==> src/adpcma_params.svh <==
`ifndef ADPCMA_PARAMS_SVH
`define ADPCMA_PARAMS_SVH

// Channels sharing the datapath, one slot each
`define ADPCMA_NUM_CH   6

// Flat ROM byte address
`define ADPCMA_ADDR_W   20

// Step table entries
// Step index is clamped to 0..48
`define ADPCMA_STEP_LEN 49

// Frame accumulator width
// Six 16-bit terms need 3 extra bits
`define ADPCMA_MIX_W    19

`endif
==> src/adpcma_pkg.sv <==
`include "adpcma_params.svh"

package adpcma_pkg;

    // One-hot slot mask, bit 0 is channel 0
    typedef logic [`ADPCMA_NUM_CH-1:0] ch_mask_t;

    // Channel number 0 to 5
    typedef logic [2:0] ch_idx_t;

    // Sample as it travels between stages
    typedef logic signed [15:0] pcm_t;

    // ADPCM code
    // Bit 3 sign, bits 2:0 magnitude
    typedef logic [3:0] nibble_t;

endpackage

==> src/adpcma_drv.sv <==
`timescale 1ns/1ns
`include "adpcma_params.svh"

module adpcma_drv
    import adpcma_pkg::*;
(
    input  logic                      clk,
    input  logic                      rst_n,
    input  logic                      cen6,
    input  logic [5:0]                atl,
    input  logic [7:0]                lracl_in,
    input  logic [15:0]               addr_in,
    input  logic [2:0]                up_lracl,
    input  logic                      up_start,
    input  logic                      up_end,
    input  logic [2:0]                up_addr,
    input  logic [7:0]                aon_cmd,
    input  logic                      up_aon,
    input  logic [7:0]                datain,     // ROM byte, one clk after addr
    input  logic [`ADPCMA_NUM_CH-1:0] clr_flags,
    output logic [`ADPCMA_ADDR_W-1:0] addr,
    output logic                      roe_n,
    output logic [`ADPCMA_NUM_CH-1:0] flags,
    output pcm_t                      pcm_l,
    output pcm_t                      pcm_r,
    output logic                      pcm_valid
);

    ch_mask_t cur_ch;
    ch_mask_t key_on;
    ch_mask_t key_off;
    logic     sel;
    logic     chon;
    logic     clr;
    nibble_t  nibble;       // Latched ROM half
    logic     dec_chon;     // chon and clr one slot later, beside the nibble
    logic     dec_clr;
    pcm_t     dec_pcm;
    ch_idx_t  dec_tag;
    pcm_t     gain_l;
    pcm_t     gain_r;
    ch_idx_t  gain_tag;

    adpcma_slot_seq u_seq (
        .clk         (clk),
        .rst_n       (rst_n),
        .cen6        (cen6),
        .aon_cmd     (aon_cmd),
        .up_aon      (up_aon),
        .cur_ch      (cur_ch),
        .frame_start (),
        .key_on      (key_on),
        .key_off     (key_off)
    );

    adpcma_addr_cnt u_cnt (
        .clk       (clk),
        .rst_n     (rst_n),
        .cen6      (cen6),
        .cur_ch    (cur_ch),
        .key_on    (key_on),
        .key_off   (key_off),
        .addr_in   (addr_in),
        .up_addr   (up_addr),
        .up_start  (up_start),
        .up_end    (up_end),
        .clr_flags (clr_flags),
        .addr      (addr),
        .sel       (sel),
        .roe_n     (roe_n),
        .chon      (chon),
        .clr       (clr),
        .flags     (flags)
    );

    // Nibble latch, slot after the address went out
    always_ff @(posedge clk or negedge rst_n) begin
        if (!rst_n) begin
            nibble   <= '0;
            dec_chon <= 1'b0;
            dec_clr  <= 1'b0;
        end else if (cen6) begin
            nibble   <= sel ? datain[3:0] : datain[7:4];  // High half first
            dec_chon <= chon;
            dec_clr  <= clr;
        end
    end

    adpcma_decoder u_decoder (
        .clk    (clk),
        .rst_n  (rst_n),
        .cen6   (cen6),
        .nibble (nibble),
        .chon   (dec_chon),
        .clr    (dec_clr),
        .pcm    (dec_pcm),
        .ch_tag (dec_tag)
    );

    adpcma_gain u_gain (
        .clk        (clk),
        .rst_n      (rst_n),
        .cen6       (cen6),
        .atl        (atl),
        .lracl_in   (lracl_in),
        .up_lracl   (up_lracl),
        .pcm_in     (dec_pcm),
        .ch_tag     (dec_tag),
        .pcm_l      (gain_l),
        .pcm_r      (gain_r),
        .ch_tag_out (gain_tag)
    );

    adpcma_mixer u_mix_l (
        .clk       (clk),
        .rst_n     (rst_n),
        .cen6      (cen6),
        .pcm_in    (gain_l),
        .ch_tag    (gain_tag),
        .pcm_out   (pcm_l),
        .pcm_valid (pcm_valid)
    );

    // Same timing as the left side, its strobe is not needed
    adpcma_mixer u_mix_r (
        .clk       (clk),
        .rst_n     (rst_n),
        .cen6      (cen6),
        .pcm_in    (gain_r),
        .ch_tag    (gain_tag),
        .pcm_out   (pcm_r),
        .pcm_valid ()
    );

endmodule

==> src/adpcma_mixer.sv <==
`timescale 1ns/1ns
`include "adpcma_params.svh"

module adpcma_mixer
    import adpcma_pkg::*;
(
    input  logic    clk,
    input  logic    rst_n,
    input  logic    cen6,
    input  pcm_t    pcm_in,
    input  ch_idx_t ch_tag,
    output pcm_t    pcm_out,
    output logic    pcm_valid
);

    localparam int      MW   = `ADPCMA_MIX_W;
    localparam ch_idx_t LAST = ch_idx_t'(`ADPCMA_NUM_CH - 1);

    logic signed [MW-1:0] acc_q;
    logic signed [MW-1:0] base;
    logic signed [MW-1:0] sum;
    logic                 open_q;       // Channel 0 seen, frame sums are whole
    pcm_t                 sat;

    assign base = (ch_tag == '0) ? '0 : acc_q;  // Channel 0 starts a new sum
    assign sum  = base + {{(MW - 16){pcm_in[15]}}, pcm_in};

    // Clip to 16 bits
    always_comb begin
        if (!sum[MW-1] && |sum[MW-2:15]) begin
            sat = 16'sh7fff;
        end else if (sum[MW-1] && !(&sum[MW-2:15])) begin
            sat = 16'sh8000;
        end else begin
            sat = sum[15:0];
        end
    end

    always_ff @(posedge clk or negedge rst_n) begin
        if (!rst_n) begin
            acc_q     <= '0;
            open_q    <= 1'b0;
            pcm_out   <= '0;
            pcm_valid <= 1'b0;
        end else begin
            pcm_valid <= 1'b0;          // Single clk strobe
            if (cen6) begin
                acc_q <= sum;
                if (ch_tag == '0) open_q <= 1'b1;
                if (ch_tag == LAST && open_q) begin
                    pcm_out   <= sat;   // Held until the next frame
                    pcm_valid <= 1'b1;
                end
            end
        end
    end

endmodule

==> src/adpcma_gain.sv <==
`timescale 1ns/1ns
`include "adpcma_params.svh"

module adpcma_gain
    import adpcma_pkg::*;
(
    input  logic       clk,
    input  logic       rst_n,
    input  logic       cen6,
    input  logic [5:0] atl,         // Total level, 63 is loudest
    input  logic [7:0] lracl_in,
    input  logic [2:0] up_lracl,    // Channel number, 6 and 7 write nothing
    input  pcm_t       pcm_in,
    input  ch_idx_t    ch_tag,
    output pcm_t       pcm_l,
    output pcm_t       pcm_r,
    output ch_idx_t    ch_tag_out
);

    localparam int NCH = `ADPCMA_NUM_CH;

    logic [7:0] lracl_q [NCH];      // Bit 7 left, bit 6 right, 4:0 level
    logic [7:0] cfg;
    logic [2:0] tl_step;            // 6 dB steps below full total level
    logic [1:0] il_step;            // Same for the instrument level
    logic [3:0] shift;
    pcm_t       att;

    assign cfg     = lracl_q[ch_tag];
    assign tl_step = ~atl[5:3];     // (63 - atl) / 8
    assign il_step = ~cfg[4:3];     // (31 - level) / 8
    assign shift   = {1'b0, tl_step} + {2'b00, il_step};
    assign att     = pcm_in >>> shift;

    always_ff @(posedge clk or negedge rst_n) begin
        if (!rst_n) begin
            for (int i = 0; i < NCH; i++) begin
                lracl_q[i] <= '0;   // Muted until written
            end
        end else if (cen6 && up_lracl < 3'(NCH)) begin
            lracl_q[up_lracl] <= lracl_in;
        end
    end

    always_ff @(posedge clk or negedge rst_n) begin
        if (!rst_n) begin
            pcm_l      <= '0;
            pcm_r      <= '0;
            ch_tag_out <= ch_idx_t'(NCH - 4);  // One slot behind the decoder
        end else if (cen6) begin
            pcm_l      <= cfg[7] ? att : '0;
            pcm_r      <= cfg[6] ? att : '0;
            ch_tag_out <= ch_tag;
        end
    end

endmodule

==> src/adpcma_decoder.sv <==
`timescale 1ns/1ns
`include "adpcma_params.svh"

module adpcma_decoder
    import adpcma_pkg::*;
(
    input  logic    clk,
    input  logic    rst_n,
    input  logic    cen6,
    input  nibble_t nibble,
    input  logic    chon,
    input  logic    clr,
    output pcm_t    pcm,
    output ch_idx_t ch_tag
);

    localparam int NCH = `ADPCMA_NUM_CH;
    localparam int SL  = `ADPCMA_STEP_LEN;

    localparam logic [10:0] STEP_TBL [SL] = '{
        11'd16,   11'd17,   11'd19,   11'd21,   11'd23,   11'd25,   11'd28,
        11'd31,   11'd34,   11'd37,   11'd41,   11'd45,   11'd50,   11'd55,
        11'd60,   11'd66,   11'd73,   11'd80,   11'd88,   11'd97,   11'd107,
        11'd118,  11'd130,  11'd143,  11'd157,  11'd173,  11'd190,  11'd209,
        11'd230,  11'd253,  11'd279,  11'd307,  11'd337,  11'd371,  11'd408,
        11'd449,  11'd494,  11'd544,  11'd598,  11'd658,  11'd724,  11'd796,
        11'd876,  11'd963,  11'd1060, 11'd1166, 11'd1282, 11'd1411, 11'd1552
    };

    logic signed [11:0] acc_q [NCH];        // Per-channel sample, wraps at 12 bits
    logic [5:0]         idx_q [NCH];        // Step index

    ch_idx_t            ch;                 // Channel served at this strobe
    logic [10:0]        step;
    logic [14:0]        prod;               // Max 1552 x 15
    logic [11:0]        diff;
    logic signed [11:0] acc_nx;
    logic signed [7:0]  delta;
    logic signed [7:0]  idx_sum;
    logic [5:0]         idx_nx;

    // Tag holds the previous channel, this one follows it
    assign ch = (ch_tag == ch_idx_t'(NCH - 1)) ? '0 : ch_tag + 1'b1;

    assign step   = STEP_TBL[idx_q[ch]];
    assign prod   = step * {nibble[2:0], 1'b1};  // Step x (2 x mag + 1)
    assign diff   = prod[14:3];                  // Divide by 8
    assign acc_nx = nibble[3] ? acc_q[ch] - diff : acc_q[ch] + diff;

    // Index adaptation
    always_comb begin
        case (nibble[2:0])
            3'd4:    delta = 8'sd2;
            3'd5:    delta = 8'sd5;
            3'd6:    delta = 8'sd7;
            3'd7:    delta = 8'sd9;
            default: delta = -8'sd1;        // Small codes shrink the step
        endcase
        idx_sum = $signed({2'b00, idx_q[ch]}) + delta;
        if (idx_sum < 0) begin
            idx_nx = '0;
        end else if (idx_sum > 8'(SL - 1)) begin
            idx_nx = 6'(SL - 1);            // Top of the table
        end else begin
            idx_nx = idx_sum[5:0];
        end
    end

    always_ff @(posedge clk or negedge rst_n) begin
        if (!rst_n) begin
            for (int i = 0; i < NCH; i++) begin
                acc_q[i] <= '0;
                idx_q[i] <= '0;
            end
            pcm    <= '0;
            ch_tag <= ch_idx_t'(NCH - 3);   // Channel 0 lands on the third strobe
        end else if (cen6) begin
            ch_tag <= ch;
            if (clr) begin
                acc_q[ch] <= '0;            // Key-on restart
                idx_q[ch] <= '0;
                pcm       <= '0;
            end else if (chon) begin
                acc_q[ch] <= acc_nx;
                idx_q[ch] <= idx_nx;
                pcm       <= {acc_nx, 4'h0};
            end else begin
                pcm <= '0;                  // Idle channel, state holds
            end
        end
    end

endmodule

==> src/adpcma_addr_cnt.sv <==
`timescale 1ns/1ns
`include "adpcma_params.svh"

module adpcma_addr_cnt
    import adpcma_pkg::*;
(
    input  logic                      clk,
    input  logic                      rst_n,
    input  logic                      cen6,
    input  ch_mask_t                  cur_ch,
    input  ch_mask_t                  key_on,
    input  ch_mask_t                  key_off,
    input  logic [15:0]               addr_in,
    input  logic [2:0]                up_addr,
    input  logic                      up_start,
    input  logic                      up_end,
    input  logic [`ADPCMA_NUM_CH-1:0] clr_flags,
    output logic [`ADPCMA_ADDR_W-1:0] addr,
    output logic                      sel,
    output logic                      roe_n,
    output logic                      chon,
    output logic                      clr,
    output logic [`ADPCMA_NUM_CH-1:0] flags
);

    localparam int NCH = `ADPCMA_NUM_CH;
    localparam int AW  = `ADPCMA_ADDR_W;
    localparam int BW  = AW - 8;            // Block number bits inside the flat ROM

    logic [BW-1:0] start_q [NCH];           // 256-byte blocks
    logic [BW-1:0] end_q   [NCH];
    logic [AW-1:0] cur_q   [NCH];           // Next byte to fetch
    ch_mask_t      nib_q;                   // Set when the low nibble is next
    ch_mask_t      active;

    ch_idx_t       ch;
    logic          hit_on;
    logic          hit_off;
    logic          play;
    logic          stop;
    logic          rd;
    logic [AW-1:0] last_byte;

    // Slot mask to channel number
    always_comb begin
        ch = '0;
        for (int i = 0; i < NCH; i++) begin
            if (cur_ch[i]) ch = ch_idx_t'(i);
        end
    end

    assign hit_on    = |(key_on & cur_ch);
    assign hit_off   = |(key_off & cur_ch);
    assign play      = active[ch] && !hit_on && !hit_off;
    assign last_byte = {end_q[ch], 8'hff};  // Whole end block is played
    assign stop      = play && (cur_q[ch] > last_byte);
    assign rd        = play && !stop;

    // Start/end writes, upper block bits fall outside the ROM
    always_ff @(posedge clk or negedge rst_n) begin
        if (!rst_n) begin
            for (int i = 0; i < NCH; i++) begin
                start_q[i] <= '0;
                end_q[i]   <= '0;
            end
        end else if (cen6 && up_addr < 3'(NCH)) begin
            if (up_start) start_q[up_addr] <= addr_in[BW-1:0];
            if (up_end)   end_q[up_addr]   <= addr_in[BW-1:0];
        end
    end

    always_ff @(posedge clk or negedge rst_n) begin
        if (!rst_n) begin
            for (int i = 0; i < NCH; i++) begin
                cur_q[i] <= '0;
            end
            nib_q  <= '0;
            active <= '0;
            flags  <= '0;
            addr   <= '0;
            sel    <= 1'b0;
            roe_n  <= 1'b1;
            chon   <= 1'b0;
            clr    <= 1'b0;
        end else if (cen6) begin
            roe_n <= ~rd;                       // ROM only read for a playing slot
            chon  <= rd;
            clr   <= hit_on;                    // Decoder restarts this channel
            flags <= (flags & ~clr_flags) | (stop ? cur_ch : '0);
            if (hit_on) begin
                cur_q[ch]  <= {start_q[ch], 8'h00};
                nib_q[ch]  <= 1'b0;
                active[ch] <= 1'b1;
            end else if (hit_off || stop) begin
                active[ch] <= 1'b0;
            end else if (rd) begin
                addr      <= cur_q[ch];
                sel       <= nib_q[ch];
                nib_q[ch] <= ~nib_q[ch];
                if (nib_q[ch]) begin
                    cur_q[ch] <= cur_q[ch] + 1'b1;  // Both halves used, next byte
                end
            end
        end
    end

endmodule

==> src/adpcma_slot_seq.sv <==
`timescale 1ns/1ns
`include "adpcma_params.svh"

module adpcma_slot_seq
    import adpcma_pkg::*;
(
    input  logic       clk,
    input  logic       rst_n,
    input  logic       cen6,
    input  logic [7:0] aon_cmd,
    input  logic       up_aon,
    output ch_mask_t   cur_ch,
    output logic       frame_start,
    output ch_mask_t   key_on,
    output ch_mask_t   key_off
);

    localparam int NCH = `ADPCMA_NUM_CH;

    logic [7:0] aon_cpy;    // Last on/off command, waits for frame start
    ch_mask_t   cmd_mask;   // Channels named by the command
    ch_mask_t   is_off;     // Bit 7 spread over all channels

    assign frame_start = cur_ch[NCH-1];         // Channel 5 slot ends the frame
    assign cmd_mask    = aon_cpy[NCH-1:0];
    assign is_off      = {NCH{aon_cpy[7]}};

    // Slot rotation, channel 0 first after reset
    always_ff @(posedge clk or negedge rst_n) begin
        if (!rst_n) begin
            cur_ch <= ch_mask_t'(1);
        end else if (cen6) begin
            cur_ch <= {cur_ch[NCH-2:0], cur_ch[NCH-1]};
        end
    end

    always_ff @(posedge clk or negedge rst_n) begin
        if (!rst_n) begin
            aon_cpy <= '0;
        end else if (up_aon) begin
            aon_cpy <= aon_cmd;                 // One clk strobe, take it now
        end else if (cen6 && frame_start) begin
            aon_cpy <= '0;                      // Consumed by the coming frame
        end
    end

    // Pending masks, one channel released per slot
    always_ff @(posedge clk or negedge rst_n) begin
        if (!rst_n) begin
            key_on  <= '0;
            key_off <= '0;
        end else if (cen6) begin
            if (frame_start) begin
                key_on  <= ~is_off & cmd_mask;
                key_off <=  is_off & cmd_mask;
            end else begin
                key_on  <= key_on & ~cur_ch;    // Served channel drops out
                key_off <= key_off & ~cur_ch;
            end
        end
    end

endmodule

==> config.mk <==
export PLATFORM = sky130hd
export DESIGN_NAME = adpcma_drv
export DESIGN_NICKNAME = d
export VERILOG_FILES = /design/src/adpcma_pkg.sv /design/src/adpcma_drv.sv /design/src/adpcma_mixer.sv /design/src/adpcma_gain.sv /design/src/adpcma_decoder.sv /design/src/adpcma_addr_cnt.sv /design/src/adpcma_slot_seq.sv
export VERILOG_INCLUDE_DIRS = /design/src
export SDC_FILE = /design/constraint.sdc
export NUM_CORES = 1
export LEC_CHECK = 0
export BUFFER_PORTS_ARGS = -buffer_cell sky130_fd_sc_hd__buf_2
export CELL_PAD_IN_SITES_DETAIL_PLACEMENT = 0
export CELL_PAD_IN_SITES_GLOBAL_PLACEMENT = 1
export CORE_MARGIN = 2
export CORE_UTILIZATION = 54
export CTS_CLUSTER_SIZE = 16
export DETAILED_ROUTE_END_ITERATION = 8
export HOLD_SLACK_MARGIN = 0.05
export PLACE_DENSITY_LB_ADDON = 0.08
export SYNTH_ARGS = -nofsm -noshare
export SYNTH_HDL_FRONTEND = slang
export SYNTH_SLANG_ARGS = --single-unit
==> constraint.sdc <==
create_clock -name clk -period 13.9 [get_ports clk]
set_input_delay 0 -clock clk [delete_from_list [all_inputs] [get_ports clk]]
set_output_delay 0 -clock clk [all_outputs]
set_load 0.005 [all_outputs]
==> results by group <==
Run status
  – Outcome: finished clean

Synthesis
  – Main synth FF type: dfrtp_1
  – Sequential area share after synthesis: 46.65%
  – FF+latch count, synth: roughly 590
  – Async set-reset flop share out of synthesis: 100.0%
  – Instance count of the mapped netlist: 3039
  – Synthesized cell area: 31710 µm²
  – Cell variety after synth: 98
  – EDFF count, synth: 0
  – Syn Area/Cell: 10.44 µm²
  – Yosys warnings: 0
  – Mapped Nets: around 3200

Worst setup path
  – CP Buf/Inv Count: 4
  – Worst setup SP type: register
  – CP top delay family: compound AO/OA/AOI/OAI gates
  – Worst path slowest cell: dfrtp_1
  – Crit end category: register
  – Crit Path Max Fanout: 29
  – Critical path class: register to register
  – Worst endpoint required time: 14.34 ns
  – CP most frequent cell: a21oi_1
  – Crit path arrival time: around 10 ns
  – Slowest stage delay, CP: 0.73 ns

Final layout
  – Commonest non-fill, non-tap cell in the layout: dfrtp_1
  – Sequential Area: approximately 15000 µm²
  – Commonest non-fill, non-tap cells in the layout: dfrtp_1 (583), nand2_1 (334), mux2_2 (238), o21ai_0 (224), nor2_1 (212)
  – Share of layout cells above drive strength 1: about 18%
  – Fillers: 4767
  – Post-layout util: around three fifths
  – Area of the multi-input gates: 15850 µm²
  – Diode count: 0
  – Nets: 3326
  – P&R area growth vs syn: 13.13%

GRT
  – Number of global-route vias before repair: 24690
  – Global route overflow: 0
  – First-pass GRT wire length: between 100 and 150 mm
  – Initial antenna violation count: 0
  – Global-route usage over all layers: 28.71%
  – Pin count of the biggest net entering global routing: 138

Timing
  – Max Clk Rate: 107.9 MHz
  – Final worst-path cycle share: ~67%
  – Worst slew pin tran: approximately 1.3 ns
  – Clock period minus worst slack: 9.270 ns
  – Final hold vios: 0
  – Max-slew violations: 0
  – Max-Slew Margin vs Limit: between 10% and 20%
  – Clock Skew: 0.03021 ns
  – Setup TNS: 0 ns
  – RSZ-0062 raised after global routing: false
  – Setup violators final: 0

CTS
  – Clock sink total: 591
  – Clock-pin slew on the worst setup and hold paths: 0.06 ns
  – Root buf cell: clkbuf_16
  – CTS Buf Count: 67
  – Post-CTS Setup Repair Bufs: 0
  – TritonCTS clock tree: built
  – Worst-Skew Late Latency: 0.63 ns
  – Clock tree buffer depth: 3
  – H-tree depth: 3

Flow run
  – Max-cap violations: 0

Floorplan
  – Die area: 60680 µm²
  – Initial Util: 54.76%
  – Number of I/O pins: between 100 and 150
  – Die span in x: 246.3 µm
  – Die Height: 246.3 µm
  – Site Rows: around 90
  – Core ar.: 57920 µm²

Routing
  – Final ANT Viol Nets: 0
  – DRC viols: 0
  – WL final: 85.41 mm
  – Iter 0 DRT Violations: 1641
  – Pre-antenna DRT Iters: 5
  – Vias per cell: between 6 and 7
  – Via Count: between 20000 and 25000
  – Wire per inst: ~22 µm

Place
  – Number of buffers inserted by port buffering: 111
  – Routability cong.: 0.8774
  – Detail Placement HPWL: 56.43 mm

Hold path
  – Hold Path Class: input pin to register
==> state kept, by name, indices dropped and copies added, names as in the netlist, 6 cells and up, named ones only <==
register	cells
u_decoder.pcm	12
u_seq.aon_cpy	7
u_mix_l.pcm_out	16
u_cnt.addr	20
u_cnt.start_q	72
u_seq.cur_ch	6
u_gain.lracl_q	24
u_mix_l.acc_q	19
u_decoder.acc_q	72
u_gain.pcm_r	16
u_gain.pcm_l	16
u_cnt.nib_q	6
u_decoder.idx_q	36
u_mix_r.acc_q	19
u_cnt.end_q	72
u_mix_r.pcm_out	16
u_cnt.flags	6
u_cnt.cur_q	120
==> per-stage QoR <==
stage	instance area, µm²	setup WS [ns]	cells	hold WS (ns)
final	35880	4.631	3961	0.2473
after global routing	35880	3.969	3961	0.2280
after CTS	35870	4.774	3960	0.07880
after detailed placement	32880	4.847	3772	0.1324
after global placement	32880	4.883	3772	0.1175
after floorplan	31710	6.449	3039	-0.2956
==> worst register-to-register path: cells and delay by family, from the launching register on <==
kind	cells	cell delay, ns
AOI/OAI and AO/OA	19	3.99
xor gates and xnor gates	3	0.92
adders and majority gates	5	1.58
buffers and inverters	4	1.18
DFF	1	0.73
and+or+nand+nor	6	0.69
==> final cells by class <==
class,count,area share [%]
multi-input cells,2172,44.18
clock inverters,21,0.9660
clock buffers,100,5.496
flip-flops and latches,591,41.25
inverters,85,0.8892
well taps,765,2.668
repair buffers,227,4.554
==> cell usage after synthesis, drive strengths merged (28+ instances only) <==
master | n | area (µm²)
xnor2 | 54 | 473.0
nor3 | 36 | 185.2
nand2 | 335 | 1265
o21ai | 228 | 1141
inv | 83 | 311.5
nand3 | 46 | 230.2
buf | 56 | 262.8
a21o | 36 | 271.5
a21oi | 137 | 700.7
dfrtp | 586 | 14660
mux2 | 328 | 3694
nor2b | 29 | 181.4
o2bb2ai | 33 | 289.0
nor2 | 214 | 805.8
mux2i | 73 | 730.7
a22o | 32 | 280.3
ha | 95 | 1189
a22oi | 40 | 300.3
and2 | 59 | 369.1
xor2 | 28 | 245.2
clkbuf | 135 | 506.7
==> logic make-up after synthesis <==
kind of cell	count (synthesis)	share of synthesized area, %
compound gates	731	15.43
xor+xnor	82	2.265
fa+ha+maj	118	5.200
buf+inv	276	3.432
flops	591	46.65
mux	418	15.16
simple gates	823	11.87
==> what timing repair did <==
item | 4_1_cts | 5_1_grt
hold endpoints to repair | 302 | 3
hold buffers | 67 | 1
gates resized for setup | 0 | 0
==> routing by layer <==
layer	share of wire [%]	global-route usage (%)	vias to the layer above	wire length, µm
met1	44	38.80	12200	37730
li1	-	-	11150	-
met3	4.4	3.736	128	3799
met5	0	0	-	0
met4	2.6	8.522	0	2216
met2	49	48.42	605	41660
==> final timing paths <==
check / startpoint / endpoint / slack, ns / cells past startpoint
worst max-delay path: u_decoder.ch_tag[2]$_DFFE_PN0P_ / u_decoder.acc_q[11]$_DFFE_PN0P_ / 4.63 / 37
worst min-delay path: clr_flags[0] / u_cnt.flags[0]$_DFFE_PN0P_ / 0.25 / 4
worst max register to register: u_decoder.ch_tag[2]$_DFFE_PN0P_ / u_decoder.acc_q[11]$_DFFE_PN0P_ / 4.63 / 37
worst min register to register: u_cnt.clr$_DFFE_PN0P_ / dec_clr$_DFFE_PN0P_ / 0.47 / 2
max in group asynchronous: rst_n / u_seq.cur_ch[4]$_DFFE_PN0P_ / 10.08 / 6
min in group asynchronous: rst_n / u_mix_l.pcm_out[12]$_DFFE_PN0P_ / 0.55 / 3
Power is left out: the tool's default activity adds up to more than one toggle a clock period on the data nets, which glitch-free logic cannot reach.
